==> src/rtl/cpuParams.svh <==
`ifndef CPU_PARAMS_SVH
`define CPU_PARAMS_SVH

// ~~~~~~~~~~~~~~~~~~~~~~~~~~~~~~~~~~~~~~~~~~~~~~~~~~~~~~~~~~~~
// core constants
// ~~~~~~~~~~~~~~~~~~~~~~~~~~~~~~~~~~~~~~~~~~~~~~~~~~~~~~~~~~~~
`define CPU_RESET_PC 16'h0000
`define CPU_LINK_REG 4'd15
`define CPU_NUM_REGS 16
`define CPU_GROUP_JUMP 2'b10

// instruction word fields.
`define CPU_FIELD_GROUP 15:14
`define CPU_FIELD_SKIP 13:12
`define CPU_FIELD_CC 11:10
`define CPU_FIELD_JP 9:8
`define CPU_FIELD_LINK 7
`define CPU_FIELD_ARGB 3:0

// ~~~~~~~~~~~~~~~~~~~~~~~~~~~~~~~~~~~~~~~~~~~~~~~~~~~~~~~~~~~~
// jump group encodings
// ~~~~~~~~~~~~~~~~~~~~~~~~~~~~~~~~~~~~~~~~~~~~~~~~~~~~~~~~~~~~
`define CPU_SKIP_ALWAYS0 2'b00
`define CPU_SKIP_ALWAYS1 2'b01
`define CPU_SKIP_ONCC 2'b10
`define CPU_SKIP_ONNCC 2'b11

`define CPU_CC_Z 2'b00
`define CPU_CC_C 2'b01
`define CPU_CC_S 2'b10
`define CPU_CC_P 2'b11

`define CPU_JP_ABS_REG 2'b00
`define CPU_JP_IND_REG 2'b01
`define CPU_JP_ABS_HERE 2'b10
`define CPU_JP_REL_HERE 2'b11

// ~~~~~~~~~~~~~~~~~~~~~~~~~~~~~~~~~~~~~~~~~~~~~~~~~~~~~~~~~~~~
// datapath selector codes
// ~~~~~~~~~~~~~~~~~~~~~~~~~~~~~~~~~~~~~~~~~~~~~~~~~~~~~~~~~~~~
`define CPU_PC_OFFSET_0 2'd0
`define CPU_PC_OFFSET_2 2'd1
`define CPU_PC_OFFSET_4 2'd2
`define CPU_PC_OFFSET_DIN 2'd3

`define CPU_PC_BASE_0 2'd0
`define CPU_PC_BASE_PC 2'd1
`define CPU_PC_BASE_REGB 2'd2

`define CPU_ADDR_BUS_PC 2'd0
`define CPU_ADDR_BUS_HERE 2'd1
`define CPU_ADDR_BUS_REGB 2'd2

`define CPU_RET_ADDR_HERE2 2'd0
`define CPU_RET_ADDR_HERE4 2'd1

`define CPU_REGA_ADDR_LINK 2'd0
`define CPU_REGA_ADDR_ARGB 2'd1
`define CPU_REGB_ADDR_ARGB 2'd0
`define CPU_REGB_ADDR_LINK 2'd1

`define CPU_REG_SEQ_NONE 2'd0
`define CPU_REG_SEQ_RDB 2'd1
`define CPU_REG_SEQ_LDA_RDB 2'd2

`endif
==> src/rtl/cpuPkg.sv <==
`default_nettype none

package cpuPkg;

	// ~~~~~~~~~~~~~~~~~~~~~~~~~~~~~~~~~~~~~~~~~~~~~~~~~~~~~~~~~~~~
	// datapath widths
	// ~~~~~~~~~~~~~~~~~~~~~~~~~~~~~~~~~~~~~~~~~~~~~~~~~~~~~~~~~~~~

	// data word and byte address, both 16 bits.
	typedef logic [15:0] word_t;

	// index into the register file.
	typedef logic [3:0] regAddr_t;

	// ~~~~~~~~~~~~~~~~~~~~~~~~~~~~~~~~~~~~~~~~~~~~~~~~~~~~~~~~~~~~
	// control encodings
	// ~~~~~~~~~~~~~~~~~~~~~~~~~~~~~~~~~~~~~~~~~~~~~~~~~~~~~~~~~~~~

	// two bit multiplexer select, also used for the 2-bit instruction fields.
	typedef logic [1:0] sel2_t;

	// register file access sequence requested by the decoder.
	typedef logic [1:0] regSeq_t;

	// one instruction walks once around this ring.
	typedef enum logic [1:0] {
		FETCH,
		DECODE,
		EXECUTE,
		COMMIT
	} phase_t;

endpackage

`default_nettype wire

==> src/rtl/jumpControlTop.sv <==
`timescale 1ns/100ps
`default_nettype none

module jumpControlTop import cpuPkg::*; (
	input  wire logic     CLK,
	input  wire logic     RESET,
	input  wire word_t    instr,
	input  wire word_t    din,
	input  wire logic     ccZero,
	input  wire logic     ccCarry,
	input  wire logic     ccSign,
	input  wire logic     ccParity,
	input  wire logic     loadEn,
	input  wire regAddr_t loadAddr,
	input  wire word_t    loadData,
	output logic          fetch,
	output word_t         pc,
	output word_t         addrBus,
	output logic          rd
);

	// phase strobes.
	logic decode;
	logic execute;
	logic commit;

	// latched instruction fields.
	sel2_t    groupF;
	sel2_t    skipF;
	sel2_t    ccF;
	sel2_t    jpF;
	logic     jlF;
	regAddr_t argB;

	// decoder selects.
	sel2_t   pcOffsetSel;
	sel2_t   pcBaseSel;
	sel2_t   addrBusSel;
	sel2_t   retAddrSel;
	sel2_t   regAAddrSel;
	sel2_t   regBAddrSel;
	regSeq_t regSeq;

	word_t regBData;
	word_t retAddr;

	instructionSequencer sequencer (
		.CLK(CLK), .RESET(RESET), .instr(instr),
		.fetch(fetch), .decode(decode), .execute(execute), .commit(commit),
		.groupF(groupF), .skipF(skipF), .ccF(ccF), .jpF(jpF), .jlF(jlF),
		.argB(argB)
	);

	jumpGroupDecoder decoder (
		.CLK(CLK), .RESET(RESET),
		.decode(decode), .execute(execute), .commit(commit),
		.groupF(groupF), .skipF(skipF), .ccF(ccF), .jpF(jpF), .jlF(jlF),
		.ccZero(ccZero), .ccCarry(ccCarry), .ccSign(ccSign), .ccParity(ccParity),
		.pcOffsetSel(pcOffsetSel), .pcBaseSel(pcBaseSel),
		.addrBusSel(addrBusSel), .retAddrSel(retAddrSel),
		.regAAddrSel(regAAddrSel), .regBAddrSel(regBAddrSel),
		.regSeq(regSeq), .rd(rd)
	);

	programCounter pcUnit (
		.CLK(CLK), .RESET(RESET), .fetch(fetch), .commit(commit),
		.pcOffsetSel(pcOffsetSel), .pcBaseSel(pcBaseSel),
		.addrBusSel(addrBusSel), .retAddrSel(retAddrSel),
		.regBData(regBData), .din(din),
		.pc(pc), .addrBus(addrBus), .retAddr(retAddr)
	);

	linkRegisterFile regFile (
		.CLK(CLK), .commit(commit), .regSeq(regSeq),
		.regAAddrSel(regAAddrSel), .regBAddrSel(regBAddrSel),
		.argB(argB), .retAddr(retAddr),
		.loadEn(loadEn), .loadAddr(loadAddr), .loadData(loadData),
		.regBData(regBData)
	);

endmodule

`default_nettype wire

==> src/rtl/linkRegisterFile.sv <==
`timescale 1ns/100ps
`default_nettype none

`include "cpuParams.svh"

module linkRegisterFile import cpuPkg::*; (
	input  wire logic     CLK,
	input  wire logic     commit,
	input  wire regSeq_t  regSeq,
	input  wire sel2_t    regAAddrSel,
	input  wire sel2_t    regBAddrSel,
	input  wire regAddr_t argB,
	input  wire word_t    retAddr,
	input  wire logic     loadEn,
	input  wire regAddr_t loadAddr,
	input  wire word_t    loadData,
	output word_t         regBData
);

	word_t    regs [`CPU_NUM_REGS];
	regAddr_t aAddr;
	regAddr_t bAddr;
	logic     linkWrite;

	// port A is the write side, port B the combinational read.
	always_comb begin
		case (regAAddrSel)
			`CPU_REGA_ADDR_ARGB: aAddr = argB;
			default:             aAddr = `CPU_LINK_REG;
		endcase
	end

	always_comb begin
		case (regBAddrSel)
			`CPU_REGB_ADDR_LINK: bAddr = `CPU_LINK_REG;
			default:             bAddr = argB;
		endcase
	end

	assign linkWrite = commit && (regSeq == `CPU_REG_SEQ_LDA_RDB);

	// ~~~~~~~~~~~~~~~~~~~~~~~~~~~~~~~~~~~~~~~~~~~~~~~~~~~~~~~~~~~~
	// write ports
	// ~~~~~~~~~~~~~~~~~~~~~~~~~~~~~~~~~~~~~~~~~~~~~~~~~~~~~~~~~~~~

	// host loads work in reset too.
	// the link write comes last so it wins on a shared register.
	always_ff @(posedge CLK) begin
		if (loadEn) begin
			regs[loadAddr] <= loadData;
		end
		if (linkWrite) begin
			regs[aAddr] <= retAddr;
		end
	end

	assign regBData = regs[bAddr];

endmodule

`default_nettype wire

==> src/rtl/programCounter.sv <==
`timescale 1ns/100ps
`default_nettype none

`include "cpuParams.svh"

module programCounter import cpuPkg::*; (
	input  wire logic  CLK,
	input  wire logic  RESET,
	input  wire logic  fetch,
	input  wire logic  commit,
	input  wire sel2_t pcOffsetSel,
	input  wire sel2_t pcBaseSel,
	input  wire sel2_t addrBusSel,
	input  wire sel2_t retAddrSel,
	input  wire word_t regBData,
	input  wire word_t din,
	output word_t      pc,
	output word_t      addrBus,
	output word_t      retAddr
);

	word_t here2;
	word_t here4;
	word_t base;
	word_t offset;
	word_t pcNext;

	assign here2 = pc + 16'd2;
	assign here4 = pc + 16'd4;

	// ~~~~~~~~~~~~~~~~~~~~~~~~~~~~~~~~~~~~~~~~~~~~~~~~~~~~~~~~~~~~
	// next pc adder
	// ~~~~~~~~~~~~~~~~~~~~~~~~~~~~~~~~~~~~~~~~~~~~~~~~~~~~~~~~~~~~

	always_comb begin
		case (pcBaseSel)
			`CPU_PC_BASE_PC:   base = pc;
			`CPU_PC_BASE_REGB: base = regBData;
			default:           base = '0;
		endcase
	end

	always_comb begin
		case (pcOffsetSel)
			`CPU_PC_OFFSET_0: offset = '0;
			`CPU_PC_OFFSET_2: offset = 16'd2;
			`CPU_PC_OFFSET_4: offset = 16'd4;
			default:          offset = din;
		endcase
	end

	// relative jumps wrap modulo 64K.
	assign pcNext = base + offset;

	always_ff @(posedge CLK or posedge RESET) begin
		if (RESET) begin
			pc <= `CPU_RESET_PC;
		end else if (commit) begin
			pc <= pcNext;
		end
	end

	// ~~~~~~~~~~~~~~~~~~~~~~~~~~~~~~~~~~~~~~~~~~~~~~~~~~~~~~~~~~~~
	// address bus and return address
	// ~~~~~~~~~~~~~~~~~~~~~~~~~~~~~~~~~~~~~~~~~~~~~~~~~~~~~~~~~~~~

	// opcode fetch always uses the pc itself.
	always_comb begin
		if (fetch) begin
			addrBus = pc;
		end else begin
			case (addrBusSel)
				`CPU_ADDR_BUS_HERE: addrBus = here2;
				`CPU_ADDR_BUS_REGB: addrBus = regBData;
				default:            addrBus = pc;
			endcase
		end
	end

	assign retAddr = (retAddrSel == `CPU_RET_ADDR_HERE4) ? here4 : here2;

endmodule

`default_nettype wire

==> src/rtl/jumpGroupDecoder.sv <==
`timescale 1ns/100ps
`default_nettype none

`include "cpuParams.svh"

module jumpGroupDecoder import cpuPkg::*; (
	input  wire logic  CLK,
	input  wire logic  RESET,
	input  wire logic  decode,
	input  wire logic  execute,
	input  wire logic  commit,
	input  wire sel2_t groupF,
	input  wire sel2_t skipF,
	input  wire sel2_t ccF,
	input  wire sel2_t jpF,
	input  wire logic  jlF,
	input  wire logic  ccZero,
	input  wire logic  ccCarry,
	input  wire logic  ccSign,
	input  wire logic  ccParity,
	output sel2_t      pcOffsetSel,
	output sel2_t      pcBaseSel,
	output sel2_t      addrBusSel,
	output sel2_t      retAddrSel,
	output sel2_t      regAAddrSel,
	output sel2_t      regBAddrSel,
	output regSeq_t    regSeq,
	output logic       rd
);

	logic isJump;
	logic cond;
	logic condOk;
	logic taken;
	logic rdM;

	// ~~~~~~~~~~~~~~~~~~~~~~~~~~~~~~~~~~~~~~~~~~~~~~~~~~~~~~~~~~~~
	// condition evaluation
	// ~~~~~~~~~~~~~~~~~~~~~~~~~~~~~~~~~~~~~~~~~~~~~~~~~~~~~~~~~~~~

	assign isJump = (groupF == `CPU_GROUP_JUMP);

	always_comb begin
		case (ccF)
			`CPU_CC_Z: cond = ccZero;
			`CPU_CC_C: cond = ccCarry;
			`CPU_CC_S: cond = ccSign;
			default:   cond = ccParity;
		endcase
	end

	// skip codes 00 and 01 ignore the flag altogether.
	always_comb begin
		case (skipF)
			`CPU_SKIP_ALWAYS0: condOk = 1'b1;
			`CPU_SKIP_ALWAYS1: condOk = 1'b1;
			`CPU_SKIP_ONCC:    condOk = cond;
			default:           condOk = ~cond;
		endcase
	end

	assign taken = isJump & condOk;

	// ~~~~~~~~~~~~~~~~~~~~~~~~~~~~~~~~~~~~~~~~~~~~~~~~~~~~~~~~~~~~
	// selector generation
	// ~~~~~~~~~~~~~~~~~~~~~~~~~~~~~~~~~~~~~~~~~~~~~~~~~~~~~~~~~~~~

	// defaults give a one-word step, PC+2, for anything not a jump.
	always_comb begin
		pcOffsetSel = `CPU_PC_OFFSET_2;
		pcBaseSel   = `CPU_PC_BASE_PC;
		addrBusSel  = `CPU_ADDR_BUS_PC;
		retAddrSel  = `CPU_RET_ADDR_HERE2;
		regAAddrSel = `CPU_REGA_ADDR_LINK;
		regBAddrSel = `CPU_REGB_ADDR_ARGB;
		regSeq      = `CPU_REG_SEQ_NONE;
		rdM         = 1'b0;

		if (isJump) begin
			case (jpF)
				`CPU_JP_ABS_REG: begin
					if (taken) begin
						pcOffsetSel = `CPU_PC_OFFSET_0;
						pcBaseSel   = `CPU_PC_BASE_REGB;
					end
				end

				// target word is fetched from the address held in Rb.
				`CPU_JP_IND_REG: begin
					addrBusSel = `CPU_ADDR_BUS_REGB;
					if (taken) begin
						pcOffsetSel = `CPU_PC_OFFSET_DIN;
						pcBaseSel   = `CPU_PC_BASE_0;
						rdM         = 1'b1;
					end
				end

				// two-word forms, the operand sits right after the opcode.
				`CPU_JP_ABS_HERE: begin
					addrBusSel = `CPU_ADDR_BUS_HERE;
					retAddrSel = `CPU_RET_ADDR_HERE4;
					if (taken) begin
						pcOffsetSel = `CPU_PC_OFFSET_DIN;
						pcBaseSel   = `CPU_PC_BASE_0;
						rdM         = 1'b1;
					end else begin
						pcOffsetSel = `CPU_PC_OFFSET_4;
					end
				end

				default: begin
					addrBusSel = `CPU_ADDR_BUS_HERE;
					retAddrSel = `CPU_RET_ADDR_HERE4;
					if (taken) begin
						pcOffsetSel = `CPU_PC_OFFSET_DIN;
						pcBaseSel   = `CPU_PC_BASE_PC;
						rdM         = 1'b1;
					end else begin
						pcOffsetSel = `CPU_PC_OFFSET_4;
					end
				end
			endcase

			if (taken) begin
				regSeq = jlF ? `CPU_REG_SEQ_LDA_RDB : `CPU_REG_SEQ_RDB;
			end
		end
	end

	// ~~~~~~~~~~~~~~~~~~~~~~~~~~~~~~~~~~~~~~~~~~~~~~~~~~~~~~~~~~~~
	// read strobe
	// ~~~~~~~~~~~~~~~~~~~~~~~~~~~~~~~~~~~~~~~~~~~~~~~~~~~~~~~~~~~~

	// high through EXECUTE and COMMIT, dropped as the instruction retires.
	always_ff @(posedge CLK or posedge RESET) begin
		if (RESET) begin
			rd <= 1'b0;
		end else if (decode || execute) begin
			rd <= rdM;
		end else if (commit) begin
			rd <= 1'b0;
		end
	end

endmodule

`default_nettype wire

==> src/rtl/instructionSequencer.sv <==
`timescale 1ns/100ps
`default_nettype none

`include "cpuParams.svh"

module instructionSequencer import cpuPkg::*; (
	input  wire logic     CLK,
	input  wire logic     RESET,
	input  wire word_t    instr,
	output logic          fetch,
	output logic          decode,
	output logic          execute,
	output logic          commit,
	output sel2_t         groupF,
	output sel2_t         skipF,
	output sel2_t         ccF,
	output sel2_t         jpF,
	output logic          jlF,
	output regAddr_t      argB
);

	phase_t phase;
	word_t  ir;

	// phase ring, one step per clock and no stalls.
	always_ff @(posedge CLK or posedge RESET) begin
		if (RESET) begin
			phase <= FETCH;
		end else begin
			case (phase)
				FETCH:   phase <= DECODE;
				DECODE:  phase <= EXECUTE;
				EXECUTE: phase <= COMMIT;
				default: phase <= FETCH;
			endcase
		end
	end

	// a cleared word decodes as group 00, which is a plain no-op.
	always_ff @(posedge CLK or posedge RESET) begin
		if (RESET) begin
			ir <= '0;
		end else if (phase == FETCH) begin
			ir <= instr;
		end
	end

	assign fetch   = (phase == FETCH);
	assign decode  = (phase == DECODE);
	assign execute = (phase == EXECUTE);
	assign commit  = (phase == COMMIT);

	// field split of the held instruction.
	assign groupF = ir[`CPU_FIELD_GROUP];
	assign skipF  = ir[`CPU_FIELD_SKIP];
	assign ccF    = ir[`CPU_FIELD_CC];
	assign jpF    = ir[`CPU_FIELD_JP];
	assign jlF    = ir[`CPU_FIELD_LINK];
	assign argB   = ir[`CPU_FIELD_ARGB];

endmodule

`default_nettype wire

==> config.mk <==
export PLATFORM = sky130hd
export DESIGN_NAME = jumpControlTop
export DESIGN_NICKNAME = d
export VERILOG_FILES = /design/src/rtl/cpuPkg.sv /design/src/rtl/jumpControlTop.sv /design/src/rtl/linkRegisterFile.sv /design/src/rtl/programCounter.sv /design/src/rtl/jumpGroupDecoder.sv /design/src/rtl/instructionSequencer.sv
export VERILOG_INCLUDE_DIRS = /design/src /design/src/rtl
export SDC_FILE = /design/constraint.sdc
export NUM_CORES = 1
export LEC_CHECK = 0
export BUFFER_PORTS_ARGS = -buffer_cell sky130_fd_sc_hd__buf_2
export CORE_AREA = 10 10 166 168
export DETAILED_ROUTE_END_ITERATION = 12
export DIE_AREA = 0 0 176 178
export HOLD_SLACK_MARGIN = 0.03
export PLACE_DENSITY = 0.76
export SYNTH_ARGS = -nofsm -noshare
export SYNTH_HDL_FRONTEND = slang
export SYNTH_SLANG_ARGS = --single-unit
==> constraint.sdc <==
create_clock -name CLK -period 4.2 [get_ports CLK]
set_input_delay 0.21 -clock CLK [delete_from_list [all_inputs] [get_ports CLK]]
set_output_delay 0.21 -clock CLK [all_outputs]
set_load 0.005 [all_outputs]
# Word-level counts from Yosys, hierarchy flattened
# Memory sizes are Yosys's and may differ from the RTL's.
# Index checks and enable logic that the tools add are counted.
[op_classes]
n_bitwise = 2
add_sub_neg = 3
n_reduce_logical = 11
eq_ne = 18
muxes = 32
[op_table]
columns = ["cell", "n"]
rows = [
  ["one-hot mux 16 bit (2 select lines)", 2],
  ["one-hot mux 16 bit (3 select lines)", 1],
  ["2-to-1 mux 16 bit", 2],
  ["equality test 2 bit, second input constant", 10],
  ["2-to-1 mux 2 bit", 9],
  ["adder 16 bit", 1],
  ["adder 16 x 2 -> 16 bit, second input constant", 1],
  ["adder 16 x 3 -> 16 bit, second input constant", 1],
  ["equality test 2 x 1 -> 1 bit, second input constant", 8],
  ["2-to-1 mux 1 bit", 12],
  ["one-hot mux 2 bit (2 select lines)", 3],
  ["logical NOT 2 bit", 5],
  ["one-hot mux 2 bit (3 select lines)", 1],
  ["OR reduction 2 bit", 3],
  ["one-hot mux 1 bit (3 select lines)", 1],
  ["one-hot mux 1 bit (2 select lines)", 1],
  ["nonzero test 2 bit", 1],
  ["AND 1 bit", 1],
  ["logical AND 1 bit", 1],
  ["logical OR 1 bit", 1],
  ["inverter 1 bit", 1],
]
[totals]
output_inout_bits = 34
mem_count = 1
register_bits = 35
ram_bits = 256
word_cells = 71
[mem_list]
columns = ["name", "depth", "width", "rd", "rd_ports_with_merged_regs", "wr", "line_no", "source"]
rows = [
  ["regFile.regs", 16, 16, 1, 0, 2, "linkRegisterFile.sv:20", "word_t regs [`CPU_NUM_REGS];"],
]

# Logic depth before layout (Yosys ltp)
# Gate-level depths: netlist (run 1).
[logic_depth]
ltp_word = 11
mapped_depth = 19

# By module
# Synthesis (run 1) repeated with hierarchy kept, for this count alone.
[hier_totals]
cells_unflattened = 1460
area_unflattened_um2 = 17245.3
[by_module_without_submodules]
columns = ["module", "cells_each", "n_inst", "seq_area_each_um2", "area_per_inst_um2"]
rows = [
  ["linkRegisterFile", 1021, 1, 7687.4, 13735.7],
  ["programCounter", 363, 1, 400.4, 2563.7],
  ["instructionSequencer", 38, 1, 375.4, 650.6],
  ["jumpGroupDecoder", 38, 1, 25.0, 295.3],
]

# Worst setup path after synthesis (run 1)
# No wires, ideal clock.
[synth_path]
kind = "register to register"
startpoint = "register sequencer.ir[10]"
endpoint = "register pcUnit.pc[14]"
arrival_ns = 3.925
stages_incl_launch_ff = 17
path_slack_ns = 0.180
setup_ns = 0.095
cell_sequence = "dfrtp_1 > mux4_2 > xnor2_1 > a21oi_1 > nand2_1 > ha_1 > clkbuf_1 > clkbuf_1 > nor2_1 > ha_1 > nor2b_1 > o31a_1 > o21ai_0 > a21oi_1 > o221a_2 > o21a_1 > o31ai_1"
[synth_between]
elab_chain_len = 11
word_cells_on_any_way = 23
cone_classes = "add/sub (1); eq/ne (6); mux (12); bitwise (2); reduce/logical (2)"
[synth_rtl]
columns = ["item", "line_no", "source"]
rows = [
  ["start: declaration", "instructionSequencer.sv:23", "word_t ir;"],
  ["start signal: assignment", "instructionSequencer.sv:44", "ir <= instr;"],
  ["equality test 2 bit (tied with other cells)", "jumpGroupDecoder.sv:44", "case (ccF)"],
  ["one-hot mux 1 bit (3 select lines) (*)", "jumpGroupDecoder.sv:44", ""],
  ["inverter 1 bit", "jumpGroupDecoder.sv:58", "default: condOk = ~cond;"],
  ["one-hot mux 1 bit (2 select lines) (*)", "jumpGroupDecoder.sv:54", "case (skipF)"],
  ["AND 1 bit (*)", "jumpGroupDecoder.sv:62", "assign taken = isJump & condOk;"],
  ["2-to-1 mux 1 bit (tied with other cells)", "jumpGroupDecoder.sv:102, jumpGroupDecoder.sv:114", ""],
  ["one-hot mux 2 bit (2 select lines)", "jumpGroupDecoder.sv:80", "case (jpF)"],
  ["2-to-1 mux 2 bit", "jumpGroupDecoder.sv:79", "if (isJump) begin"],
  ["equality test 2 bit (tied with other cells)", "programCounter.sv:44", "case (pcOffsetSel)"],
  ["one-hot mux 16 bit (3 select lines) / one-hot mux 16 bit (2 select lines) (equally long branches)", "programCounter.sv:44, programCounter.sv:36", ""],
  ["adder 16 bit (*)", "programCounter.sv:53", "assign pcNext = base + offset;"],
  ["end signal: assignment", "programCounter.sv:57", "pc <= `CPU_RESET_PC;"],
  ["end signal: assignment", "programCounter.sv:59", "pc <= pcNext;"],
  ["end: declaration", "programCounter.sv:17", "output word_t pc,"],
]
# Every way passes the cells marked *; elsewhere a longest branch is shown, timed or not.
# A chain may end at the register's enable or synchronous reset.

# Worst setup path after layout (run 1)
[layout_path]
startpoint = "register sequencer.ir[0]"
endpoint = "register pcUnit.pc[9]"
[layout_between]
elab_chain_len = 3
[layout_rtl]
columns = ["item", "line_no", "source"]
rows = [
  ["memory read (16 x 16 bit)", "n/a", ""],
  ["one-hot mux 16 bit (2 select lines)", "programCounter.sv:36", "case (pcBaseSel)"],
  ["adder 16 bit", "programCounter.sv:53", ""],
]
# Every way passes these cells.

==> impl_metrics.ini, run 1 <==
[status]
status = finished clean

[floorplan]
start_util_pct = 54.3
die_h_um = 178
dieArea_um2 = 31300
row_count = 57
fp.dieW_um = 176
pin_count = 93
fp.coreArea_um2 = 24100

[synth]
syn_avg_cell_area_um2 = 16.1
ys_seq_area_share_pct = 64.9
synthCells = 812
ys_types = 54
syn-cell-area_um2 = 13100
yosys_warnings = 0
synthFlopType = edfxtp_1
synth_edf_count = 256
synth-seq-cells = 288
syn_nets = 898
postSynth.asyncResetShare_pct = 11.1

[timing]
fin_skew_ns = 0.0110
finalHoldViolCount = 0
drv_slew = 0
timing.fmax_mhz = 252
relSlewSlack_pct = 42.9
holdWs_ns = 0.126
worst_slew_pin_slew_ns = 0.853
min_period_ns = 3.97
finalCritPeriodShare_pct = 94.4
setup_viol = 0
setup_tns_ns = 0
rsz0062_at_grt = false

[worst_setup_path]
critPathRequiredTime_ns = 4.65
crit_fanout = 10
arrival_ns = 4.42
cp-start-kind = flip-flop
critical_path_class = reg2reg
end_kind = flip-flop

[power_and_ir_drop]
comb_power_share_pct = 14.6
p_int_mw = 5.05
netSwitchingPower_mw = 1.79
p_clk_share_pct = 35.9
power.density_nw_per_um2 = 446
leakagePower_nw = 5.56
p_sw_share_pct = 26.2
vdd_ir_drop_max_v = 0.000416
seqPwrFrac_pct = 49.4
finalPower_mw = 6.85

[final_layout]
nNetsFinal = 1050
multiInputGateArea_um2 = 4350
num_antenna_cells = 0
fin_util_pct = 63.6
mostFrequentLayoutCells = 256 x edfxtp_1, 89 x buf_2, 74 x mux4_2
syn_to_final_growth_pct = 17.2
final_common_cell = edfxtp_1
ff_latch_area_um2 = 8490
num-fill-cells = 1762
drive_gt1_share_pct = 29.4
stdcell_area_um2 = 15300

[clock_network]
numClockSinks = 288
clockRootBuffer = clkbuf_16
clkLatencyLatePin_ns = 0.57
h-tree-depth = 1
clockBufferDepth = 3
path_clk_slew_ns = 0.07
cts_buffers = 29
cts_tree = yes

[global_route]
grt_max_degree = 33
grt_pass1_wl_mm = 47.7
grt_pass1_vias = 7760
grt_overflow = 0
track_usage_pct = 20.1
antenna_found_initial = 0

[placement]
place_area_um2 = 14100
port_buffers = 89
dpl.hpwl_mm = 20.9
gp_congestion = 0.911

[detailed_routing]
dr.pass1.iters = 5
drc = 0
postRouteAntennaNets = 0
drtIter0Drc = 838
vias = 7899
drt-total-wl_mm = 31.8
viasPerCell = 6.03
routedWlPerCell_um = 24.3

[flow_run]
max_cap_viol_count = 0

[hold_path]
min_path_type = in2reg
## through the flow
stage / setup WS [ns] / std cells
after detailed placement: 0.0409 / 1225
after global placement: 0.122 / 1225
after global routing: 0.00406 / 1309
final: 0.235 / 1309
after floorplan: 0.180 / 812
after CTS: 0.0185 / 1307
## power by group through the flow
| stage | sequential (mW) | combinational (mW) | clock [mW] |
|---|---|---|---|
| 2_1_floorplan | 3.34 | 0.644 | 0 |
| 3_3_place_gp | 3.44 | 0.940 | 0 |
| 3_5_place_dp | 3.44 | 0.959 | 0 |
| 4_1_cts | 3.39 | 0.989 | 2.50 |
| 5_1_grt | 3.40 | 1.09 | 2.60 |
| 6_report | 3.38 | 1.00 | 2.46 |
## state kept, by name (all words and copies together), names as in the netlist
register / cells
sequencer.ir: 13
decoder.rd: 1
pcUnit.pc: 16
sequencer.phase: 2
regFile.regs: 256
## cell type report
type	instances	share of cell area, %
Sequential cell	288	55.4
Multi-Input combinational cell	462	28.3
Timing Repair Buffer	166	7.35
Clock buffer	36	4.97
Tap cell	324	2.64
Clock inverter	16	0.889
Inverter	17	0.416
## worst max-delay path: stages (launching register included)
cell,delay [ns]
dfrtp_4,0.50
buf_6,0.20
mux4_2,0.53
mux4_2,0.55
nand2_1,0.10
a21o_1,0.15
inv_1,0.05
ha_1,0.30
a211oi_1,0.25
buf_4,0.17
o21ai_1,0.09
a31o_2,0.27
a21o_1,0.17
a21oi_1,0.17
xnor2_1,0.08
mux2_2,0.26
## layer usage
| layer | GRT usage, % | part of all wire, % | up-vias |
|---|---|---|---|
| met5 | 0 | 0 | - |
| met4 | 5.19 | 2.5 | 0 |
| met3 | 4.21 | 9.1 | 56 |
| met2 | 32.4 | 48 | 400 |
| met1 | 27.5 | 40 | 3938 |
| li1 | - | - | 3505 |
## kinds of logic (layout without fill, tap and decap cells)
group,count (synthesis),after routing,share of synthesized area (%)
compound gates,129,129,6.35
fa+ha+maj,27,27,2.64
xor+xnor,24,24,1.61
flops,288,288,64.9
buf+inv,62,235,2.15
simple gates,179,179,6.47
mux,103,103,15.9
## repair_timing
item	4_1_cts	5_1_grt
endpoints found under the hold margin	283	0
gates resized for setup	0	5
setup endpoints to repair	0	7
setup buffers	0	2
hold buffers	30	0
## synthesized netlist by cell type, types with 3 or more instances
cell type,number,area share (%)
buf_6,5,0.43
buf_1,6,0.17
o21a_1,10,0.57
a21oi_1,20,0.77
a211oi_1,4,0.23
inv_1,17,0.49
clkbuf_1,25,0.72
nand3_1,12,0.46
o311ai_0,5,0.33
dfrtp_1,32,6.1
and3_1,6,0.29
mux2i_1,3,0.23
edfxtp_1,256,59
a221o_1,5,0.38
mux2_2,20,1.7
or2_2,3,0.14
ha_1,26,2.5
nor2_1,54,1.5
a21o_1,7,0.40
mux4_2,74,13
xor2_1,6,0.40
o21ai_0,45,1.7
xnor2_1,18,1.2
nand2b_1,8,0.38
and2_1,13,0.62
mux4_1,6,1.2
nand3b_1,3,0.17
a22oi_1,15,0.86
o31ai_1,3,0.17
nand2_1,57,1.6
nor3_1,12,0.46
buf_2,9,0.34
## final timing paths
kind | startpoint | endpoint | slack, ns | cells after the start
setup / recovery | sequencer.ir[0]$_DFFE_PP0P_ | pcUnit.pc[9]$_DFFE_PP0N_ | 0.23 | 15
hold / removal | din[15] | pcUnit.pc[15]$_DFFE_PP0N_ | 0.13 | 5
setup reg to reg | sequencer.ir[0]$_DFFE_PP0P_ | pcUnit.pc[9]$_DFFE_PP0N_ | 0.23 | 15
hold reg to reg | decoder.rd$_DFFE_PP0P_ | decoder.rd$_DFFE_PP0P_ | 0.52 | 2
max in group asynchronous | RESET | sequencer.ir[0]$_DFFE_PP0P_ | 3.57 | 4
min in group asynchronous | RESET | sequencer.ir[14]$_DFFE_PP0P_ | 0.29 | 4
(Power assumes the default switching activity.)
==> run 2, diff against run 1 <==
--- a/config.mk
+++ b/config.mk
@@ -10,8 +10,10 @@
 export CORE_AREA = 10 10 166 168
 export DETAILED_ROUTE_END_ITERATION = 12
 export DIE_AREA = 0 0 176 178
+export GPL_TIMING_DRIVEN = 0
 export HOLD_SLACK_MARGIN = 0.03
 export PLACE_DENSITY = 0.76
+export RECOVER_POWER = 50
 export SYNTH_ARGS = -nofsm -noshare
 export SYNTH_HDL_FRONTEND = slang
 export SYNTH_SLANG_ARGS = --single-unit
==> run 2 against run 1 <==
Effect of this change:
- register-to-register slack got worse by 0.11 ns
- largest cell class unchanged
- sequential share of layout area decreased by 2.0 points
- via count increased by 3.1%
- design area increased by 3.7%
- critical path type unchanged
- critical endpoint is now pcUnit.pc[14]$_DFFE_PP0N_
- clock power increased by 24%
- non-clock buffer count increased by 18
- combinational power increased by 13%
==> impl_metrics.ini, run 2 (synthesis gave the netlist of run 1 again) <==
[hold_path]
min_path_type = in2reg
whs_endpoint = pcUnit.pc[15]$_DFFE_PP0N_
hold_depth = 5
worstHoldStart = din[15]

[clock_network]
cts_buffers = 29
numClockSinks = 288
path_clk_slew_ns = 0.06
cts_tree = yes
clockBufferDepth = 3
clkLatencyLatePin_ns = 0.57
clockRootBuffer = clkbuf_16
h-tree-depth = 1

[power_and_ir_drop]
comb_power_share_pct = 15.1
p_clk_share_pct = 40.6
finalPower_mw = 7.47
vdd_ir_drop_max_v = 0.000405
p_sw_share_pct = 24.7
power.density_nw_per_um2 = 470
seqPwrFrac_pct = 44.3
netSwitchingPower_mw = 1.84
leakagePower_nw = 5.71
p_int_mw = 5.63

[global_route]
grt_overflow = 0
grt_pass1_vias = 8205
grt_max_degree = 21
antenna_found_initial = 0
grt_pass1_wl_mm = 49.7
track_usage_pct = 20.9

[floorplan]
pin_count = 93
die_h_um = 178
fp.coreArea_um2 = 24100
fp.dieW_um = 176
start_util_pct = 54.3
dieArea_um2 = 31300
row_count = 57

[timing]
finalCritPeriodShare_pct = 97.0
worst_slew_pin_slew_ns = 1.15
setup_tns_ns = 0
rsz0062_at_grt = true
setup_viol = 0
relSlewSlack_pct = 23.5
finalHoldViolCount = 0
holdWs_ns = 0.133
fin_skew_ns = 0.00792
drv_slew = 0
fin_ws_ns = 0.124
timing.fmax_mhz = 245
min_period_ns = 4.08

[final_layout]
fin_cells = 1329
regMostFlops = regFile.regs
largest_reg_flops = 256
final_common_cell = edfxtp_1
mostFrequentLayoutCells = 256 x edfxtp_1, 80 x buf_2, 74 x mux4_2
stdcell_area_um2 = 15900
fin_util_pct = 66.0
syn_to_final_growth_pct = 21.6
num-fill-cells = 1672
reg_top3 = regFile.regs (256), pcUnit.pc (16), sequencer.ir (13)
nNetsFinal = 1068
num_antenna_cells = 0
drive_gt1_share_pct = 29.2

[detailed_routing]
postRouteAntennaNets = 0
routedWlPerCell_um = 24.9
dr.pass1.iters = 5
viasPerCell = 6.13
drtIter0Drc = 898
drc = 0
vias = 8144
drt-total-wl_mm = 33.1

[worst_setup_path]
end_kind = flip-flop
worst-r2r-cell-count = 16
reg2reg_slack_ns = 0.12
arrival_ns = 4.55
r2r_start = sequencer.ir[0]$_DFFE_PP0P_
crit_fanout = 10
critical_path_class = reg2reg
timing.rr.end = pcUnit.pc[14]$_DFFE_PP0N_
critPathRequiredTime_ns = 4.67
cp-start-kind = flip-flop

[placement]
pre_cts_ws_ns = -0.601
dpl.hpwl_mm = 22.7
gp_congestion = 0.964
placed_cells = 1244
port_buffers = 89
place_area_um2 = 14400

[status]
status = finished clean

[flow_run]
max_cap_viol_count = 0
==> run 2: cell types whose count changed in the layout (fill, tap and decap cells not counted), sizes merged <==
cell         previous run  this run
bufinv                  1        10
dlygate4sd3            30        29
clkinv                  8         9
buf                   136       112
inv                    22        19
clkbuf                 36        74
==> run 2: how the worst max path moves through the flow <==
stage          slack (ns)                    startpoint                         to
2_1_floorplan        0.18  sequencer.ir[10]$_DFFE_PP0P_  pcUnit.pc[14]$_DFFE_PP0N_
3_3_place_gp        -0.55  sequencer.ir[10]$_DFFE_PP0P_  pcUnit.pc[14]$_DFFE_PP0N_
3_5_place_dp        -0.60  sequencer.ir[10]$_DFFE_PP0P_  pcUnit.pc[14]$_DFFE_PP0N_
4_1_cts              0.01  sequencer.ir[10]$_DFFE_PP0P_  pcUnit.pc[14]$_DFFE_PP0N_
5_1_grt             -0.03   sequencer.ir[0]$_DFFE_PP0P_  pcUnit.pc[14]$_DFFE_PP0N_
6_report             0.12   sequencer.ir[0]$_DFFE_PP0P_  pcUnit.pc[14]$_DFFE_PP0N_
==> run 2: cell type report <==
class	instances	area (um^2)	share of cell area, %
flip-flops and latches	288	8490	53.4
multi-input cells	462	4430	27.8
repair buffers	141	1100	6.89
clock buffers	31	753	4.74
well taps	324	405	2.55
clock inverters	23	392	2.46
plain buffers	43	278	1.75
inverters	17	63.8	0.401
==> run 2: routing by layer <==
| metal | global-route usage (%) | part of all wire, % |
|---|---|---|
| met1 | 27.9 | 40 |
| met2 | 33.9 | 48 |
| met3 | 5.67 | 10 |
| met4 | 4.52 | 1.9 |
| met5 | 0 | 0 |
==> run 2: critical path, stage by stage (launching register included) <==
cell	delay [ns]
dfrtp_1	0.40
buf_8	0.19
buf_12	0.16
mux4_2	0.52
mux4_2	0.56
a22oi_1	0.17
nor2_1	0.08
ha_2	0.21
inv_1	0.07
fa_2	0.22
nor2b_2	0.05
o31a_1	0.29
o21ai_2	0.22
a21oi_2	0.11
o221a_2	0.31
o21a_1	0.18
o31ai_2	0.21
==> run 2: power by group through the flow <==
stage | logic, mW | clock network (mW) | registers, mW
after global placement | 1.02 | 0 | 3.36
after detailed placement | 1.06 | 0 | 3.36
final | 1.13 | 3.04 | 3.31
after floorplan | 0.644 | 0 | 3.34
after global routing | 1.23 | 3.17 | 3.32
after CTS | 1.10 | 3.07 | 3.31
==> run 2: what timing repair did <==
item / in CTS / in global routing
endpoints found under the setup margin: 10 / 7
setup buffers: 2 / 2
pin swaps: 4 / 9
endpoints found under the hold margin: 234 / 0
hold buffers: 29 / 0
resized for setup: 27 / 19
